## src/pipe_consts.svh

```systemverilog
`ifndef PIPE_CONSTS_SVH
`define PIPE_CONSTS_SVH

// **********************************************************************
// data memory geometry.
// **********************************************************************
`define PIPE_DMEM_DEPTH 256
`define PIPE_DMEM_AW    8

`define PIPE_PC_W       22

// **********************************************************************
// opcode field of the instruction word.
// **********************************************************************
`define PIPE_OP_NOP     4'h0
`define PIPE_OP_ADD     4'h1
`define PIPE_OP_SUB     4'h2
`define PIPE_OP_AND     4'h3
`define PIPE_OP_OR      4'h4
`define PIPE_OP_XOR     4'h5
`define PIPE_OP_SHL     4'h6
`define PIPE_OP_SHR     4'h7
`define PIPE_OP_LD      4'h8
`define PIPE_OP_ST      4'h9
`define PIPE_OP_BR      4'hA

`endif

```

## src/pipe_pkg.sv

```systemverilog
`include "pipe_consts.svh"

package pipe_pkg;

	// **********************************************************************
	// instruction word, read either as an alu or as a memory/branch format.
	// **********************************************************************
	typedef struct packed {
		logic [3:0]  opcode;
		logic [4:0]  dst_reg;
		logic [22:0] unused;
	} instr_alu_t;

	typedef struct packed {
		logic [3:0]         opcode;
		logic [4:0]         dst_reg;
		logic [2:0]         br_cond;    // negative, zero, overflow from msb down.
		logic [3:0]         spare;
		logic signed [15:0] offset;     // byte offset is not used, the index is a word.
	} instr_mem_t;

	typedef union packed {
		instr_alu_t alu;
		instr_mem_t mem;
	} instr_u;

	// same bit order as br_cond so the two can be masked together.
	typedef struct packed {
		logic neg;
		logic zero;
		logic ov;
	} flags_t;

	// **********************************************************************
	// stage bundles.
	// **********************************************************************
	typedef struct packed {
		logic                  valid;
		instr_u                instr;
		logic [31:0]           operand_a;
		logic [31:0]           operand_b;
		logic [31:0]           store_data;
		logic [`PIPE_PC_W-1:0] pc;
		logic [`PIPE_PC_W-1:0] pc_target;
	} id_ex_t;

	typedef struct packed {
		logic                  valid;
		logic [4:0]            dst_reg;
		logic                  use_dst_reg;
		logic                  re;
		logic                  we;
		flags_t                flags;
		logic [2:0]            branch_cond;   // zero unless the instruction is a br.
		logic [31:0]           alu_result;
		logic [31:0]           store_data;
		logic [`PIPE_PC_W-1:0] pc_target;
	} ex_mem_t;

	typedef struct packed {
		logic        valid;
		logic [4:0]  dst_reg;
		logic        use_dst_reg;
		logic [31:0] wb_data;
	} mem_wb_t;

	typedef struct packed {
		logic                  valid;
		logic                  taken;
		logic [`PIPE_PC_W-1:0] target;
	} branch_t;

endpackage

```

## src/ex_alu_stage.sv

```systemverilog
`timescale 1ns/1ps
`include "pipe_consts.svh"

module ex_alu_stage (
	input  pipe_pkg::id_ex_t  issue,
	output pipe_pkg::ex_mem_t ex_bundle
);

	logic [3:0]  opcode;
	logic [31:0] op_a;
	logic [31:0] op_b;
	logic [31:0] offset_ext;
	logic [31:0] result;
	logic        is_alu_op;
	logic        ov;

	assign opcode     = issue.instr.alu.opcode;
	assign op_a       = issue.operand_a;
	assign op_b       = issue.operand_b;
	assign offset_ext = {{16{issue.instr.mem.offset[15]}}, issue.instr.mem.offset};

	assign is_alu_op = opcode inside {`PIPE_OP_ADD, `PIPE_OP_SUB, `PIPE_OP_AND, `PIPE_OP_OR,
		`PIPE_OP_XOR, `PIPE_OP_SHL, `PIPE_OP_SHR};

	// **********************************************************************
	// alu.
	// **********************************************************************
	always_comb begin
		case (opcode)
			`PIPE_OP_ADD: result = op_a + op_b;
			`PIPE_OP_SUB,
			`PIPE_OP_BR:  result = op_a - op_b;   // br compares by subtraction.
			`PIPE_OP_AND: result = op_a & op_b;
			`PIPE_OP_OR:  result = op_a | op_b;
			`PIPE_OP_XOR: result = op_a ^ op_b;
			`PIPE_OP_SHL: result = op_a << op_b[4:0];
			`PIPE_OP_SHR: result = op_a >> op_b[4:0];   // logical shift.
			`PIPE_OP_LD,
			`PIPE_OP_ST:  result = op_a + offset_ext;
			default:      result = '0;
		endcase
	end

	// signed overflow, only meaningful for the add and subtract paths.
	always_comb begin
		case (opcode)
			`PIPE_OP_ADD: ov = (op_a[31] == op_b[31]) && (result[31] != op_a[31]);
			`PIPE_OP_SUB,
			`PIPE_OP_BR:  ov = (op_a[31] != op_b[31]) && (result[31] != op_a[31]);
			default:      ov = 1'b0;
		endcase
	end

	// **********************************************************************
	// ex/mem bundle.
	// **********************************************************************
	always_comb begin
		ex_bundle.valid       = issue.valid;
		ex_bundle.dst_reg     = issue.instr.alu.dst_reg;
		ex_bundle.use_dst_reg = issue.valid && (is_alu_op || opcode == `PIPE_OP_LD);
		ex_bundle.re          = issue.valid && (opcode == `PIPE_OP_LD);
		ex_bundle.we          = issue.valid && (opcode == `PIPE_OP_ST);
		ex_bundle.flags.neg   = result[31];
		ex_bundle.flags.zero  = (result == 32'd0);
		ex_bundle.flags.ov    = ov;
		ex_bundle.alu_result  = result;
		ex_bundle.store_data  = issue.store_data;
		ex_bundle.pc_target   = issue.pc_target;
		if (opcode == `PIPE_OP_BR) begin
			ex_bundle.branch_cond = issue.instr.mem.br_cond;
		end else begin
			ex_bundle.branch_cond = 3'b000;
		end
	end

	re_we_exclusive: assert final (!(ex_bundle.re && ex_bundle.we))
		else $error("ex stage raised re and we for the same instruction.");

endmodule

```

## config.mk

```make
export PLATFORM = sky130hd
export DESIGN_NAME = ex_alu_stage
export DESIGN_NICKNAME = d
export VERILOG_FILES = /design/src/pipe_pkg.sv /design/src/ex_alu_stage.sv
export VERILOG_INCLUDE_DIRS = /design/src /design/src/src
export SDC_FILE = /design/constraint.sdc
export NUM_CORES = 1
export LEC_CHECK = 0
export BUFFER_PORTS_ARGS = -buffer_cell sky130_fd_sc_hd__buf_4
export CELL_PAD_IN_SITES_DETAIL_PLACEMENT = 0
export CELL_PAD_IN_SITES_GLOBAL_PLACEMENT = 1
export CORE_ASPECT_RATIO = 1.2
export CORE_UTILIZATION = 39
export DETAILED_ROUTE_END_ITERATION = 16
export PLACE_DENSITY_LB_ADDON = 0.1
export SLEW_MARGIN = 5
export SYNTH_ARGS = -nofsm -noshare
export SYNTH_HDL_FRONTEND = slang
export SYNTH_SLANG_ARGS = --single-unit
```

## constraint.sdc

```tcl
create_clock -name vclk -period 6.8
set_input_delay 0.68 -clock vclk [all_inputs]
set_output_delay 0.68 -clock vclk [all_outputs]
set_load 0.02 [all_outputs]
```

; ---- Yosys cells after proc, flatten, opt, wreduce, memory -nomap -nowiden
; Cells that the tools add are included.
[classes]
addsub = 3
eq_ne = 13
n_shift = 2
n_mux = 3
bitwise_logic = 3
reduce_logical = 10
[ops]
columns = operator, count
row1 = 32-bit one-hot mux with 8 select lines, 1
row2 = 32-bit adder, 2
row3 = 32-bit AND, 1
row4 = 32-bit logical NOT, 1
row5 = 32-bit OR, 1
row6 = 32-bit by 5-bit << shifter with 32-bit output, 1
row7 = 32-bit by 5-bit right shift with 32-bit output, 1
row8 = 32-bit subtractor, 1
row9 = 32-bit XOR, 1
row10 = 4-bit by 3-bit == test with 1-bit output (second input constant), 4
row11 = 4-bit == test (second input constant), 3
row12 = 4-bit by 2-bit == test with 1-bit output (second input constant), 2
row13 = 7-bit nonzero test, 1
row14 = 1-bit logical AND, 5
row15 = 4-bit by 1-bit == test with 1-bit output (second input constant), 1
row16 = 2-bit OR reduction, 2
row17 = 3-bit two-way mux, 1
row18 = 1-bit inequality test, 2
row19 = 1-bit one-hot mux with 2 select lines, 1
row20 = 1-bit == test, 1
row21 = 1-bit logical OR, 1
[totals]
register_bits = 0
in_bits = 173

; ---- Logic depth before layout (Yosys ltp)
[depth]
word_depth = 6
ltp_mapped = 27
mapped_depth_nobuf = 22

; ---- Worst setup path after synthesis
; No wires, ideal clock.
[synth_timing]
kind = input-to-output
from = in issue[77] (netlist name)
to = out ex_bundle[90] (netlist name)
arrival_ns = 5.671
slack_ns = 0.449
stages = 23
n_path_buf = 3
cell_sequence = buf_6 -> clkinv_1 -> clkbuf_1 -> ha_1 -> and2_1 -> buf_2 -> nand4_1 -> nand4b_1 -> or3_1 -> or3_1 -> or3_1 -> o21ai_1 -> nand2_1 -> o311ai_1 -> ha_1 -> a21oi_1 -> nor2b_1 -> or4_1 -> o2111a_1 -> a211o_1 -> nor4_1 -> nand4b_1 -> nor2_1
[synth_lines]
columns = element, line_no
row1 = from (decl), ex_alu_stage.sv:5  ; input pipe_pkg::id_ex_t issue,
row2 = to (decl), ex_alu_stage.sv:6  ; output pipe_pkg::ex_mem_t ex_bundle

==> out/metrics.cfg <==
[layout]
final_nets=1608
num_antenna_cells=0
final_cell_mix=buf_4 (187), nor2_1 (113), nand2_1 (112)
nFillCells=2531
seq_area_um2=0
fin_cells=1644
syn_to_final_growth_pct=11.0
final_layout_size_suffix_gt1_frac=0.214
clock_buffers=0
final_common_cell=buf_4
multi_input_area_um2=8340
design.seq.count=0

[sta]
worstMarginPinSlew_ns=1.21
hold_viol=0
setup_viol=0
relSlewSlack=0.180
layout_min_cycle_time_ns=6.56
fin_crit_sh=0.965
timing.fmax_mhz=152
fin_ws_ns=0.236
drv_slew=0

[synth]
synth.distinct_cells=86
syn_avg_cell_area_um2=7.26
syn_inst=1294
ys_seq_area_frac=0
yosysWarnings=0
syn_nets=1571
syn_area_um2=9390

[power_and_ir_drop]
swShare=0.615
ir_worst_vdd_v=0.0000430
leakage_nw=4.54
power-per-cell-area_nw_per_um2=98.1
p_int_w=0.000394
power.switching_w=0.000629
pwr-share-comb=1.000
seqPwrFrac=0
p_clk_frac=0

[setup_path]
crit_fanout=7
crit_path_start_kind=input port
critPathLaunch=issue[81]
worstPathArrival_ns=5.88
crit_path_end_kind=output pin
cp.required_ns=6.12
endpoint=ex_bundle[89]
critical_path_class=in2out

[routing]
avgViaCountPerCell=6.69
wl_per_cell_um=28.0
drtIter0Drc=1189
drt_first_pass_iters=5
ant_nets=0
drc=0
wirelength_um=46000
vias=11000

[place]
dp.cells=1643
portBuffers=130
place_ws_ns=0.0624
gp_congestion=1.00
place_hpwl_um=36200

[die]
coreArea_um2=23400
die_w_um=144
io_pins=274
rows=61
die_h_um=172
floorplan.initialDensity=0.401
die_area_um2=24700

[global_routing]
grt_start_max_net_pins=71
antenna_found_initial=1
grt_use_total=0.372
gr-total-overflow=0
grt_pass1_wl_um=67900
grt_pass1_vias=10500

[job]
cap_violations=0

[status]
outcome=completed

[hold_path]
hp-class=in2out

[power groups by stage]
stage | registers, W | logic, W | clock network, W
2_1_floorplan | 0 | 0.000654 | 0
3_3_place_gp | 0 | 0.000990 | 0
3_5_place_dp | 0 | 0.000993 | 0
4_1_cts | 0 | 0.000997 | 0
5_1_grt | 0 | 0.00109 | 0
6_report | 0 | 0.00102 | 0
[cells by family after synthesis]
family,after synthesis,synth area share
fa+ha+maj,104,0.139
buf+inv,229,0.123
xor+xnor,11,0.0103
compound gates,396,0.296
simple gates,440,0.236
mux,114,0.195
[per-stage QoR]
stage	TNS [ns]	instance area [um2]	utilization	total power, W	hold slack, ns
2_1_floorplan	0	9390	-	0.000654	1.47
3_3_place_gp	0	10400	0.442	0.000990	1.36
3_5_place_dp	0	10400	0.442	0.000993	1.36
4_1_cts	0	10400	0.442	0.000997	1.36
5_1_grt	-0.00649	10400	0.445	0.00109	1.36
6_report	0	10400	0.445	0.00102	1.36
[critical path, stage by stage]
cell and delay [ns]:
buf_4 0.14, or4_4 0.56, nor2_2 0.17, nand4_1 0.16, nand4b_1 0.27, or3_4 0.37
or3_1 0.37, or3_4 0.37, o21ai_1 0.13, nand2_1 0.08, o311ai_2 0.13, ha_1 0.33
a21oi_2 0.18, nor2b_1 0.06, or4_1 0.44, o2111a_2 0.32, o221ai_2 0.20, xnor2_1 0.14
a21oi_1 0.14, mux2i_1 0.09, buf_4 0.17, nor3_1 0.20, buf_4 0.19
[how the worst min path moves through the flow]
stage,from,to,cells after the start
5_1_grt,issue[11],ex_bundle[11],0
4_1_cts,issue[0],ex_bundle[0],0
2_1_floorplan,issue[0],ex_bundle[0],1
6_report,issue[11],ex_bundle[11],0
3_3_place_gp,issue[0],ex_bundle[0],0
3_5_place_dp,issue[0],ex_bundle[0],0
[what timing repair did]
action                                  in CTS  in global routing
endpoints found under the setup margin       0                  2
hold buffers                                 0                  0
endpoints found under the hold margin        0                  0
resized for setup                            0                 11
setup buffers                                0                  1
[metal layers]
layer  GRT usage  vias to the layer above  wire length, um  share of wire
met5           0                        -                0              0
met4       0.320                        0             4590           0.10
met1       0.459                     5230            18000           0.39
met3      0.0343                      142             3280          0.071
li1            -                     4998                -              -
met2       0.582                      624            20100           0.44
[layout make-up]
cell class	instances	area share
multi-input combinational	1065	0.800
timing repair buffer	187	0.135
tap	315	0.0378
inverter	77	0.0277
[cell usage after synthesis, types with 6 or more instances]
master / number / area (um2)
a221o_1: 21 / 210
nand2_1: 112 / 420
o211ai_1: 20 / 150
nor3_1: 35 / 175
a221oi_1: 17 / 149
buf_2: 15 / 75.1
o21a_1: 8 / 60.1
and3_1: 12 / 75.1
o31ai_1: 10 / 75.1
a22oi_1: 16 / 120
buf_4: 62 / 465
a21oi_1: 69 / 345
buf_1: 11 / 41.3
xnor2_1: 8 / 70.1
a31oi_1: 13 / 81.3
ha_1: 103 / 1290
mux2_2: 8 / 90.1
o21ai_1: 15 / 75.1
a21o_1: 16 / 120
o22ai_1: 19 / 119
clkbuf_1: 58 / 218
nand4_1: 18 / 113
and2_1: 15 / 93.8
a211o_1: 14 / 123
nor2_1: 113 / 424
a311oi_1: 6 / 52.6
nand3_1: 39 / 195
buf_6: 6 / 67.6
o21ai_0: 66 / 330
o2111ai_1: 6 / 52.6
or3_1: 17 / 106
o221ai_1: 12 / 105
mux2_1: 11 / 124
nand2b_1: 17 / 106
nor2b_1: 8 / 50.1
nor4_1: 12 / 75.1
mux4_2: 53 / 1190
a211oi_1: 14 / 105
inv_1: 73 / 274
o311ai_0: 9 / 78.8
mux2i_1: 42 / 420
(Power assumes the default switching activity.)
