**src/pipe_consts.svh**
```systemverilog
`ifndef PIPE_CONSTS_SVH
`define PIPE_CONSTS_SVH

// **********************************************************************
// data memory geometry.
// **********************************************************************
`define PIPE_DMEM_DEPTH 256
`define PIPE_DMEM_AW    8

`define PIPE_PC_W       22

// **********************************************************************
// opcode field of the instruction word.
// **********************************************************************
`define PIPE_OP_NOP     4'h0
`define PIPE_OP_ADD     4'h1
`define PIPE_OP_SUB     4'h2
`define PIPE_OP_AND     4'h3
`define PIPE_OP_OR      4'h4
`define PIPE_OP_XOR     4'h5
`define PIPE_OP_SHL     4'h6
`define PIPE_OP_SHR     4'h7
`define PIPE_OP_LD      4'h8
`define PIPE_OP_ST      4'h9
`define PIPE_OP_BR      4'hA

`endif

```
**src/pipe_pkg.sv**
```systemverilog
`include "pipe_consts.svh"

package pipe_pkg;

	// **********************************************************************
	// instruction word, read either as an alu or as a memory/branch format.
	// **********************************************************************
	typedef struct packed {
		logic [3:0]  opcode;
		logic [4:0]  dst_reg;
		logic [22:0] unused;
	} instr_alu_t;

	typedef struct packed {
		logic [3:0]         opcode;
		logic [4:0]         dst_reg;
		logic [2:0]         br_cond;    // negative, zero, overflow from msb down.
		logic [3:0]         spare;
		logic signed [15:0] offset;     // byte offset is not used, the index is a word.
	} instr_mem_t;

	typedef union packed {
		instr_alu_t alu;
		instr_mem_t mem;
	} instr_u;

	// same bit order as br_cond so the two can be masked together.
	typedef struct packed {
		logic neg;
		logic zero;
		logic ov;
	} flags_t;

	// **********************************************************************
	// stage bundles.
	// **********************************************************************
	typedef struct packed {
		logic                  valid;
		instr_u                instr;
		logic [31:0]           operand_a;
		logic [31:0]           operand_b;
		logic [31:0]           store_data;
		logic [`PIPE_PC_W-1:0] pc;
		logic [`PIPE_PC_W-1:0] pc_target;
	} id_ex_t;

	typedef struct packed {
		logic                  valid;
		logic [4:0]            dst_reg;
		logic                  use_dst_reg;
		logic                  re;
		logic                  we;
		flags_t                flags;
		logic [2:0]            branch_cond;   // zero unless the instruction is a br.
		logic [31:0]           alu_result;
		logic [31:0]           store_data;
		logic [`PIPE_PC_W-1:0] pc_target;
	} ex_mem_t;

	typedef struct packed {
		logic        valid;
		logic [4:0]  dst_reg;
		logic        use_dst_reg;
		logic [31:0] wb_data;
	} mem_wb_t;

	typedef struct packed {
		logic                  valid;
		logic                  taken;
		logic [`PIPE_PC_W-1:0] target;
	} branch_t;

endpackage

```
**src/ex_mem_pipeline_reg.sv**
```systemverilog
`timescale 1ns/1ps

module ex_mem_pipeline_reg (
	input  logic              clk,
	input  logic              rst_n,
	input  logic              stall,
	input  logic              hlt,
	input  logic              flush,
	input  pipe_pkg::ex_mem_t ex_bundle,
	output pipe_pkg::ex_mem_t mem_bundle
);

	logic hold;

	assign hold = stall || hlt;

	// **********************************************************************
	// reset, then flush, then stall/halt, then load.
	// **********************************************************************
	always_ff @(posedge clk or negedge rst_n) begin
		if (!rst_n) begin
			mem_bundle <= '0;
		end else if (flush) begin
			mem_bundle <= '0;   // a bubble has valid, re, we and use_dst_reg low.
		end else if (!hold) begin
			mem_bundle <= ex_bundle;
		end
	end

	// the instruction that was in flight when flush arrived never reaches mem.
	flush_gives_bubble: assert property (
		@(posedge clk) disable iff (!rst_n)
		flush |=> !mem_bundle.valid
	) else $error("ex/mem held a valid instruction after a flush.");

endmodule

```
**config.mk**
```make
export PLATFORM = sky130hd
export DESIGN_NAME = ex_mem_pipeline_reg
export DESIGN_NICKNAME = d
export VERILOG_FILES = /design/src/pipe_pkg.sv /design/src/ex_mem_pipeline_reg.sv
export VERILOG_INCLUDE_DIRS = /design/src /design/src/src
export SDC_FILE = /design/constraint.sdc
export NUM_CORES = 1
export LEC_CHECK = 0
export ABC_AREA = 1
export BUFFER_PORTS_ARGS = -buffer_cell sky130_fd_sc_hd__buf_2
export CAP_MARGIN = 5
export CELL_PAD_IN_SITES_DETAIL_PLACEMENT = 1
export CELL_PAD_IN_SITES_GLOBAL_PLACEMENT = 2
export CORE_UTILIZATION = 23
export CTS_CLUSTER_DIAMETER = 50
export DETAILED_ROUTE_END_ITERATION = 8
export PLACE_DENSITY = 0.75
export SYNTH_ARGS = -nofsm -noshare
export SYNTH_HDL_FRONTEND = slang
export SYNTH_SLANG_ARGS = --single-unit
```
**constraint.sdc**
```tcl
create_clock -name clk -period 0.8 [get_ports clk]
set_input_delay 0.08 -clock clk [delete_from_list [all_inputs] [get_ports clk]]
set_output_delay 0.08 -clock clk [all_outputs]
set_load 0.01 [all_outputs]
```
# --- Word-level counts from Yosys, hierarchy flattened ---
# Cells that the tools add are included.
classes:
  order_cmp: 0
  n_mul: 0
  bitwise: 0
  n_shift: 0
  eq_ne: 1
  n_reduce_logical: 1
  addsub: 0
  div: 0
  n_mux: 2
ops:
  columns: ["cell", "count"]
  rows:
  - ["$mux 101", 2]
  - ["$ne 2x2->1 const B", 1]
  - ["$logic_or 1x1->1", 1]
totals:
  ramBits: 0
  in_bits: 106
  latch_bits: 0
  n_memories: 0
  output_inout_bits: 101
  ff_bits: 101
  rom_bits: 0

# --- Depth between registers and ports, before layout ---
# Gate-level depths: netlist of the first run.
logic_depth:
  ltp_word: 3
  mapped_depth: 6
  depth_no_buf: 4

# --- Least setup slack after synthesis of the first run ---
# Ideal clock, no wire load.
synth_path:
  kind: "input -> register"
  startpoint: "input port hlt"
  endpoint: "register mem_bundle[100] (netlist bit)"
  path_stages: 5
  arrival_time_ns: 0.654
  n_path_buf: 2
  path_slack_ns: 0.080
  cell_sequence: "nor2_1 buf_4 buf_6 nand3_1 nand2_1"
synth_between:
  elab_chain_len: 2
synth_rtl:
  columns: ["element", "line", "rtl"]
  rows:
  - ["start, declared", "ex_mem_pipeline_reg.sv:7", "input logic hlt,"]
  - ["$logic_or 1x1->1", "ex_mem_pipeline_reg.sv:15", "assign hold = stall || hlt;"]
  - ["$ne 2x2->1 (no source line)", null, null]
  - ["end signal, assigned", "ex_mem_pipeline_reg.sv:26", "mem_bundle <= ex_bundle;"]
  - ["end, declared", "ex_mem_pipeline_reg.sv:10", "output pipe_pkg::ex_mem_t mem_bundle"]
# No other way between the ends.
# A chain may end at the register's enable or synchronous reset.

# --- Worst setup path in the final report of the first run ---
layout_path:
  startpoint: "register mem_bundle[31] (netlist bit)"
  endpoint: "output port mem_bundle[31] (netlist bit)"
# No word-level cell between the ends.

==> impl_metrics.xml, run 1 <==
<?xml version="1.0" encoding="UTF-8"?>
<metrics>
  <group name="logic_synthesis">
    <metric name="post_synth_main_area_contributors" unit="">sky130_fd_sc_hd__dfrtp_1 60%, sky130_fd_sc_hd__nand3_1 24%, sky130_fd_sc_hd__nand2_1 9.1%</metric>
    <metric name="post-synth-top-count-cell" unit="">sky130_fd_sc_hd__nand3_1</metric>
    <metric name="synthCells" unit="">453</metric>
    <metric name="yosysTopAreaCell" unit="">sky130_fd_sc_hd__dfrtp_1</metric>
    <metric name="synth.top_cell.area_share" unit="%">59.99</metric>
    <metric name="syn-cell-area" unit="µm²">4213</metric>
    <metric name="post_synth.cell_area_avg" unit="µm²">9.300</metric>
    <metric name="asyncSetResetFlopFracSynth" unit="%">100.0</metric>
    <metric name="ys.warnings.count" unit="">0</metric>
    <metric name="ys_seq_elements" unit="">101</metric>
    <metric name="synth-main-ff-cell" unit="">sky130_fd_sc_hd__dfrtp_1</metric>
    <metric name="synth-edff-count" unit="">0</metric>
    <metric name="netlist_top_cells_count" unit="">202 x sky130_fd_sc_hd__nand3_1, 102 x sky130_fd_sc_hd__nand2_1, 101 x sky130_fd_sc_hd__dfrtp_1</metric>
    <metric name="post_synth_num_cell_types" unit="">9</metric>
    <metric name="synth_net_count" unit="">559</metric>
    <metric name="share_of_synthesized_area_occupied_by_flip_flops_and_latches" unit="%">59.99</metric>
  </group>
  <group name="die">
    <metric name="coreArea" unit="µm²">17960</metric>
    <metric name="num_io_pins" unit="">207</metric>
    <metric name="die_height" unit="µm">137.3</metric>
    <metric name="initial_core_util" unit="%">23.45</metric>
    <metric name="die_area" unit="µm²">18860</metric>
    <metric name="floorplan.rows" unit="">49</metric>
    <metric name="die_w" unit="µm">137.3</metric>
  </group>
  <group name="sta">
    <metric name="finalMaxSlewViolations" unit="">0</metric>
    <metric name="worst_pin_slew" unit="ns">0.3288</metric>
    <metric name="worst_clock_skew" unit="ns">0</metric>
    <metric name="hold_slack" unit="ns">0.006815</metric>
    <metric name="grt_setup_unrepaired" unit="">yes</metric>
    <metric name="setup_ws" unit="ns">-0.1809</metric>
    <metric name="setup-tns-final" unit="ns">-15.32</metric>
    <metric name="worst_slew_margin_rel" unit="%">78.08</metric>
    <metric name="finalCriticalPeriod" unit="ns">0.9809</metric>
    <metric name="final-setup-viol-count" unit="">108</metric>
    <metric name="maxClockFrequency" unit="MHz">1019</metric>
    <metric name="post-route-period-util" unit="%">122.6</metric>
    <metric name="finalHoldViolations" unit="">0</metric>
  </group>
  <group name="pwr">
    <metric name="power_density" unit="nW/µm²">1617</metric>
    <metric name="vdd_drop_max" unit="µV">897.5</metric>
    <metric name="p_leak" unit="nW">4.168</metric>
  </group>
  <group name="worst_setup_path">
    <metric name="path_max_fanout" unit="">2</metric>
    <metric name="timing.critical_path.max_delay_family" unit="">flip-flops</metric>
    <metric name="timing.critical_path.slowest_cell_delay" unit="ns">0.42</metric>
    <metric name="timing.critical_path.from_type" unit="">flop</metric>
    <metric name="cp.buffers_inverters" unit="">1</metric>
    <metric name="critical_path.cell_chain" unit="">buf_6</metric>
    <metric name="endpoint_class_of_the_critical_path" unit="">output port</metric>
    <metric name="timing.critical_path.slowest_stage_cell" unit="">sky130_fd_sc_hd__dfrtp_1</metric>
    <metric name="worst-setup-path-type" unit="">reg2out</metric>
    <metric name="worst-endpoint-required" unit="ns">0.72</metric>
    <metric name="critPathArrivalTime" unit="ns">0.90</metric>
  </group>
  <group name="flow_run">
    <metric name="maxCapViolCount" unit="">0</metric>
  </group>
  <group name="final_layout">
    <metric name="instances_no_fill" unit="">1031</metric>
    <metric name="fillCellCount" unit="">2075</metric>
    <metric name="top_registers" unit="">mem_bundle (101)</metric>
    <metric name="utilization" unit="%">41.60</metric>
    <metric name="final_nets" unit="">902</metric>
    <metric name="drive_gt1_share" unit="%">37.20</metric>
    <metric name="top_register" unit="">mem_bundle</metric>
    <metric name="synthToLayoutAreaGrowth" unit="%">77.37</metric>
    <metric name="flip_flop_count_of_the_largest_register_all_copies_and_words_added" unit="">101</metric>
  </group>
  <group name="route">
    <metric name="drt_pass1_iterations" unit="">4</metric>
    <metric name="post_drt_wl_per_cell" unit="µm">15.07</metric>
    <metric name="detail-route-antenna-nets" unit="">0</metric>
    <metric name="routed_wl" unit="µm">15540</metric>
    <metric name="detail_route.drc_violations" unit="">0</metric>
    <metric name="detailedRoute.firstIterationViolations" unit="">176</metric>
    <metric name="detailroute.via_count" unit="">4681</metric>
    <metric name="detail_route.vias_per_cell" unit="">4.540</metric>
  </group>
  <group name="placement">
    <metric name="io_buffer_count" unit="">206</metric>
    <metric name="dp_hpwl" unit="µm">9416</metric>
    <metric name="gp_congestion" unit="">0.7526</metric>
    <metric name="place.detailed.instances" unit="">858</metric>
  </group>
  <group name="cts">
    <metric name="h_tree_depth" unit="">3</metric>
    <metric name="cts_buffer_depth" unit="">2</metric>
    <metric name="cts-root-buf" unit="">sky130_fd_sc_hd__clkbuf_16</metric>
    <metric name="cts_inserted_buffers" unit="">9</metric>
    <metric name="cts.reportedPaths.clkPinSlew" unit="ns">0.07</metric>
    <metric name="worstSkewPairLatency" unit="ns">0.34</metric>
    <metric name="cts_tree" unit="">done</metric>
    <metric name="clock_sink_count" unit="">101</metric>
  </group>
  <group name="run_status">
    <metric name="outcome" unit="">complete, but fails checks</metric>
    <metric name="failed_checks" unit="">setup timing</metric>
  </group>
  <group name="global_route">
    <metric name="maximum_number_of_pins_on_one_net_before_global_route_repair" unit="">67</metric>
    <metric name="met2_usage" unit="%">28.20</metric>
    <metric name="grt_antenna_before_repair" unit="">1</metric>
    <metric name="global_route_wire_length_before_repair" unit="µm">23230</metric>
    <metric name="groute.layer.met3.usage" unit="%">3.385</metric>
    <metric name="total_overflow_reported_by_the_global_router" unit="">0</metric>
    <metric name="overall_global_routing_usage" unit="%">15.79</metric>
    <metric name="grt_pass1_vias" unit="">4788</metric>
    <metric name="grt_util_met1" unit="%">17.94</metric>
    <metric name="globalRoute.busiestLayer" unit="">met2</metric>
  </group>
  <group name="min_path">
    <metric name="hold_removal_path_class" unit="">in2reg</metric>
  </group>
</metrics>
## final timing paths
kind	to	slack, ns	start	cells past startpoint
min reg2reg	mem_bundle[34]$_DFFE_PN0P_	0.50	mem_bundle[34]$_DFFE_PN0P_	2
max	mem_bundle[31]	-0.18	mem_bundle[31]$_DFFE_PN0P_	1
max in group asynchronous	mem_bundle[39]$_DFFE_PN0P_	0.26	rst_n	3
max reg2reg	mem_bundle[88]$_DFFE_PN0P_	-0.10	mem_bundle[88]$_DFFE_PN0P_	4
min	mem_bundle[72]$_DFFE_PN0P_	0.007	ex_bundle[72]	3
min in group asynchronous	mem_bundle[78]$_DFFE_PN0P_	0.26	rst_n	3
## cell usage in the layout, fill, tap and decap left out
| master | instances |
|---|---|
| sky130_fd_sc_hd__nand3_1 | 197 |
| sky130_fd_sc_hd__buf_2 | 168 |
| sky130_fd_sc_hd__nand2_1 | 101 |
| sky130_fd_sc_hd__dfrtp_1 | 101 |
| sky130_fd_sc_hd__dlygate4sd3_1 | 100 |
| sky130_fd_sc_hd__buf_4 | 61 |
| sky130_fd_sc_hd__buf_6 | 38 |
| sky130_fd_sc_hd__clkbuf_16 | 9 |
| sky130_fd_sc_hd__buf_12 | 9 |
| sky130_fd_sc_hd__nand3_2 | 5 |
| sky130_fd_sc_hd__inv_1 | 2 |
| sky130_fd_sc_hd__clkbuf_1 | 2 |
| sky130_fd_sc_hd__clkinv_2 | 2 |
| sky130_fd_sc_hd__diode_2 | 1 |
| sky130_fd_sc_hd__nand2_4 | 1 |
| sky130_fd_sc_hd__inv_6 | 1 |
| sky130_fd_sc_hd__nor2_4 | 1 |
| sky130_fd_sc_hd__clkinvlp_4 | 1 |
| sky130_fd_sc_hd__bufinv_16 | 1 |
| sky130_fd_sc_hd__clkbuf_8 | 1 |
## cells by family (layout without fill, tap and decap cells)
logic type / Yosys count / in the layout / share of synthesized area, %
AND/OR/NAND/NOR: 305 / 305 / 33.17
buffers and inverters: 47 / 395 / 6.831
flip-flops: 101 / 101 / 59.99
other: 0 / 1 / 0
## per-stage QoR
stage	total power [mW]	setup WS, ns	instance area [µm²]
6_report	12.08	-0.1809	7472
5_1_grt	12.66	-0.2097	7472
4_1_cts	12.08	-0.1927	7082
3_5_place_dp	7.052	-0.2205	5494
3_3_place_gp	7.002	-0.1658	5494
2_1_floorplan	6.219	0.07972	4213
## metal layers
metal | part of all wire [%] | wire length (µm) | up-vias
li1 | - | - | 2215
met1 | 41 | 6362 | 2309
met2 | 52 | 8100 | 133
met3 | 5.0 | 782 | 24
met4 | 1.9 | 296 | 0
met5 | 0 | 0 | -
## timing repair
action	CTS	global route
buffers inserted	29	28
endpoints found under the hold margin	200	0
hold buffers	100	0
resized for setup	15	32
endpoints found under the setup margin	101	105
pin swaps	0	3
## where the power goes
part | leakage [nW] | total, mW | switching (mW) | internal [mW]
Combinational | 2.65 | 2.17 | 1.01 | 1.15
Sequential | 1.37 | 5.49 | 0.154 | 5.34
Clock | 0.143 | 4.42 | 1.91 | 2.51
## layout make-up
cell class,count,area (µm²),area share (%)
sequential,101,2527,33.82
tap,229,286.5,3.835
inverter,3,16.27,0.2177
timing repair buffer,376,2908,38.91
antenna,1,2.502,0.03349
clock inverter,4,47.55,0.6363
multi-input combinational,305,1438,19.24
clock buffer,12,246.5,3.299
No activity file was read; power rests on OpenSTA's default activity.
==> run 2, diff against run 1 <==
PLACE_DENSITY = 0.8   (was 0.75)
TNS_END_PERCENT = 1   (was default)
clock period = 0.88 ns   (was 0.8 ns; I/O delays follow)
==> run 2 against run 1 <==
The run still ends with setup timing left. Clock-buffer cell count down 1. Worst hold slack gained 0.013 ns. Register-to-register slack better by 0.18 ns. Largest cell class is now sequential cells. Total power decreased by 7.7%. Clock power is 1% lower. Routed wire length shrank 0.78%. Combinational power decreased by 17%. Sequential power down 9.1%. Clock skew stayed put. Critical path type unchanged. Die area unchanged. First-iteration DRC count down 10%. Critical endpoint is now mem_bundle[83].
==> impl_metrics.xml, run 2 (synthesis results as in run 1) <==
<?xml version="1.0" encoding="UTF-8"?>
<metrics>
  <group name="run_status">
    <metric name="outcome" unit="">complete, but fails checks</metric>
    <metric name="failed_checks" unit="">setup timing</metric>
  </group>
  <group name="die">
    <metric name="die_w" unit="µm">137.3</metric>
    <metric name="num_io_pins" unit="">207</metric>
    <metric name="coreArea" unit="µm²">17960</metric>
    <metric name="floorplan.rows" unit="">49</metric>
    <metric name="initial_core_util" unit="%">23.45</metric>
    <metric name="die_height" unit="µm">137.3</metric>
    <metric name="die_area" unit="µm²">18860</metric>
  </group>
  <group name="final_layout">
    <metric name="top_registers" unit="">mem_bundle (101)</metric>
    <metric name="synthToLayoutAreaGrowth" unit="%">67.57</metric>
    <metric name="mostFrequentLayoutCell" unit="">sky130_fd_sc_hd__nand3_1</metric>
    <metric name="top_register" unit="">mem_bundle</metric>
    <metric name="final_nets" unit="">849</metric>
    <metric name="antenna_cells_inserted" unit="">0</metric>
    <metric name="drive_gt1_share" unit="%">32.09</metric>
    <metric name="finalInstanceArea" unit="µm²">7059</metric>
    <metric name="mostFrequentLayoutCells" unit="">202 x sky130_fd_sc_hd__nand3_1, 173 x sky130_fd_sc_hd__buf_2, 101 x sky130_fd_sc_hd__nand2_1, 101 x sky130_fd_sc_hd__dlygate4sd3_1, 101 x sky130_fd_sc_hd__dfrtp_1</metric>
    <metric name="flip_flop_count_of_the_largest_register_all_copies_and_words_added" unit="">101</metric>
  </group>
  <group name="sta">
    <metric name="grt_setup_unrepaired" unit="">yes</metric>
    <metric name="worst_slew_margin_rel" unit="%">80.69</metric>
    <metric name="post-route-period-util" unit="%">113.9</metric>
    <metric name="worst_clock_skew" unit="ns">0</metric>
    <metric name="finalCriticalPeriod" unit="ns">1.003</metric>
    <metric name="maxClockFrequency" unit="MHz">997.4</metric>
    <metric name="finalHoldViolations" unit="">0</metric>
    <metric name="worst_pin_slew" unit="ns">0.2897</metric>
    <metric name="finalMaxSlewViolations" unit="">0</metric>
    <metric name="setup-tns-final" unit="ns">-8.060</metric>
    <metric name="setup_ws" unit="ns">-0.1226</metric>
    <metric name="final-setup-viol-count" unit="">101</metric>
  </group>
  <group name="global_route">
    <metric name="global_route_wire_length_before_repair" unit="µm">23800</metric>
    <metric name="maximum_number_of_pins_on_one_net_before_global_route_repair" unit="">68</metric>
    <metric name="overall_global_routing_usage" unit="%">16.27</metric>
    <metric name="grt_pass1_vias" unit="">4731</metric>
    <metric name="total_overflow_reported_by_the_global_router" unit="">0</metric>
    <metric name="grt_antenna_before_repair" unit="">0</metric>
  </group>
  <group name="worst_setup_path">
    <metric name="endpoint_class_of_the_critical_path" unit="">output port</metric>
    <metric name="worst-endpoint-required" unit="ns">0.79</metric>
    <metric name="worst-setup-path-type" unit="">reg2out</metric>
    <metric name="timing.critical_path.slowest_stage_cell" unit="">sky130_fd_sc_hd__dfrtp_1</metric>
    <metric name="critPathArrivalTime" unit="ns">0.91</metric>
    <metric name="path_max_fanout" unit="">2</metric>
    <metric name="cp.buffers_inverters" unit="">1</metric>
    <metric name="timing.critical_path.slowest_cell_delay" unit="ns">0.41</metric>
    <metric name="timing.critical_path.max_delay_family" unit="">flip-flops</metric>
    <metric name="critical_path.cell_chain" unit="">buf_2</metric>
    <metric name="r2r_start" unit="">mem_bundle[83]$_DFFE_PN0P_</metric>
    <metric name="worst_setup_sp" unit="">mem_bundle[83]$_DFFE_PN0P_</metric>
    <metric name="timing.critical_path.from_type" unit="">flop</metric>
  </group>
  <group name="pwr">
    <metric name="vdd_drop_max" unit="µV">941.6</metric>
    <metric name="power_density" unit="nW/µm²">1579</metric>
    <metric name="p_leak" unit="nW">3.890</metric>
  </group>
  <group name="min_path">
    <metric name="hold_removal_path_class" unit="">in2reg</metric>
    <metric name="min_from" unit="">ex_bundle[51]</metric>
  </group>
  <group name="flow_run">
    <metric name="maxCapViolCount" unit="">0</metric>
  </group>
  <group name="cts">
    <metric name="cts_tree" unit="">done</metric>
    <metric name="cts.reportedPaths.clkPinSlew" unit="ns">0.07</metric>
    <metric name="cts-root-buf" unit="">sky130_fd_sc_hd__clkbuf_16</metric>
    <metric name="cts_buffer_depth" unit="">2</metric>
    <metric name="worstSkewPairLatency" unit="ns">0.34</metric>
    <metric name="cts_inserted_buffers" unit="">9</metric>
    <metric name="h_tree_depth" unit="">3</metric>
    <metric name="clock_sink_count" unit="">101</metric>
  </group>
  <group name="route">
    <metric name="detail-route-antenna-nets" unit="">0</metric>
    <metric name="detail_route.drc_violations" unit="">0</metric>
    <metric name="detailroute.via_count" unit="">4483</metric>
    <metric name="routed_wl" unit="µm">15420</metric>
    <metric name="detailedRoute.firstIterationViolations" unit="">158</metric>
    <metric name="drt_pass1_iterations" unit="">4</metric>
    <metric name="detail_route.vias_per_cell" unit="">4.589</metric>
    <metric name="post_drt_wl_per_cell" unit="µm">15.78</metric>
  </group>
  <group name="placement">
    <metric name="io_buffer_count" unit="">206</metric>
    <metric name="placed_cell_area" unit="µm²">5514</metric>
    <metric name="dp_worst_setup_slack" unit="ns">-0.09668</metric>
    <metric name="dp_hpwl" unit="µm">9399</metric>
    <metric name="gp_congestion" unit="">0.6999</metric>
  </group>
</metrics>
[run 2: routing by layer]
metal / GRT usage, % / up-vias / routed length [µm]
met5: 0 / - / 0
met4: 4.762 / 0 / 224
met3: 4.268 / 18 / 874
met2: 28.28 / 139 / 7947
met1: 19.63 / 2217 / 6375
li1: - / 2109 / -
[run 2: worst min-delay path: stages]
cell,delay [ns]
sky130_fd_sc_hd__buf_2,0.09
sky130_fd_sc_hd__nand3_1,0.08
sky130_fd_sc_hd__nand2_1,0.07
[run 2: worst paths after layout]
kind                       cells after the start                         end  slack [ns]
min reg2reg                                    2  mem_bundle[20]$_DFFE_PN0P_        0.50
min                                            3  mem_bundle[51]$_DFFE_PN0P_        0.02
max reg2reg                                    3  mem_bundle[83]$_DFFE_PN0P_        0.08
min in group asynchronous                      2   mem_bundle[3]$_DFFE_PN0P_        0.17
max in group asynchronous                      3  mem_bundle[22]$_DFFE_PN0P_        0.26
max                                            1              mem_bundle[83]       -0.12
[run 2: layout make-up]
type	instances	area [µm²]
clock buffer	11	242.7
clock inverter	5	83.83
fill	2107	10900
inverter	3	16.27
multi-input combinational	305	1413
sequential	101	2527
tap	229	286.5
timing repair buffer	323	2490
[run 2: repair_timing]
action | CTS | global route
setup endpoints to repair | 101 | 101
pin swaps | 0 | 0
setup buffers | 0 | 1
endpoints found under the hold margin | 201 | 0
hold buffers | 101 | 0
resized for setup | 9 | 23
[run 2: report_power, final]
part / leakage [nW] / internal, mW / total [mW] / switching (mW)
clock: 0.152 / 2.58 / 4.36 / 1.78
sequential: 1.37 / 4.85 / 4.99 / 0.140
combinational: 2.37 / 0.910 / 1.80 / 0.886
[run 2: metrics by stage]
stage	power (mW)	hold slack (ns)	util, %	instances
finish	11.15	0.01960	39.30	977
detailed placement	6.425	-0.006275	30.70	859
global placement	6.381	-0.004827	30.70	859
global route	11.69	0.01753	39.30	977
floorplan	5.654	-0.2076	-	453
CTS	11.23	0.008703	38.46	976
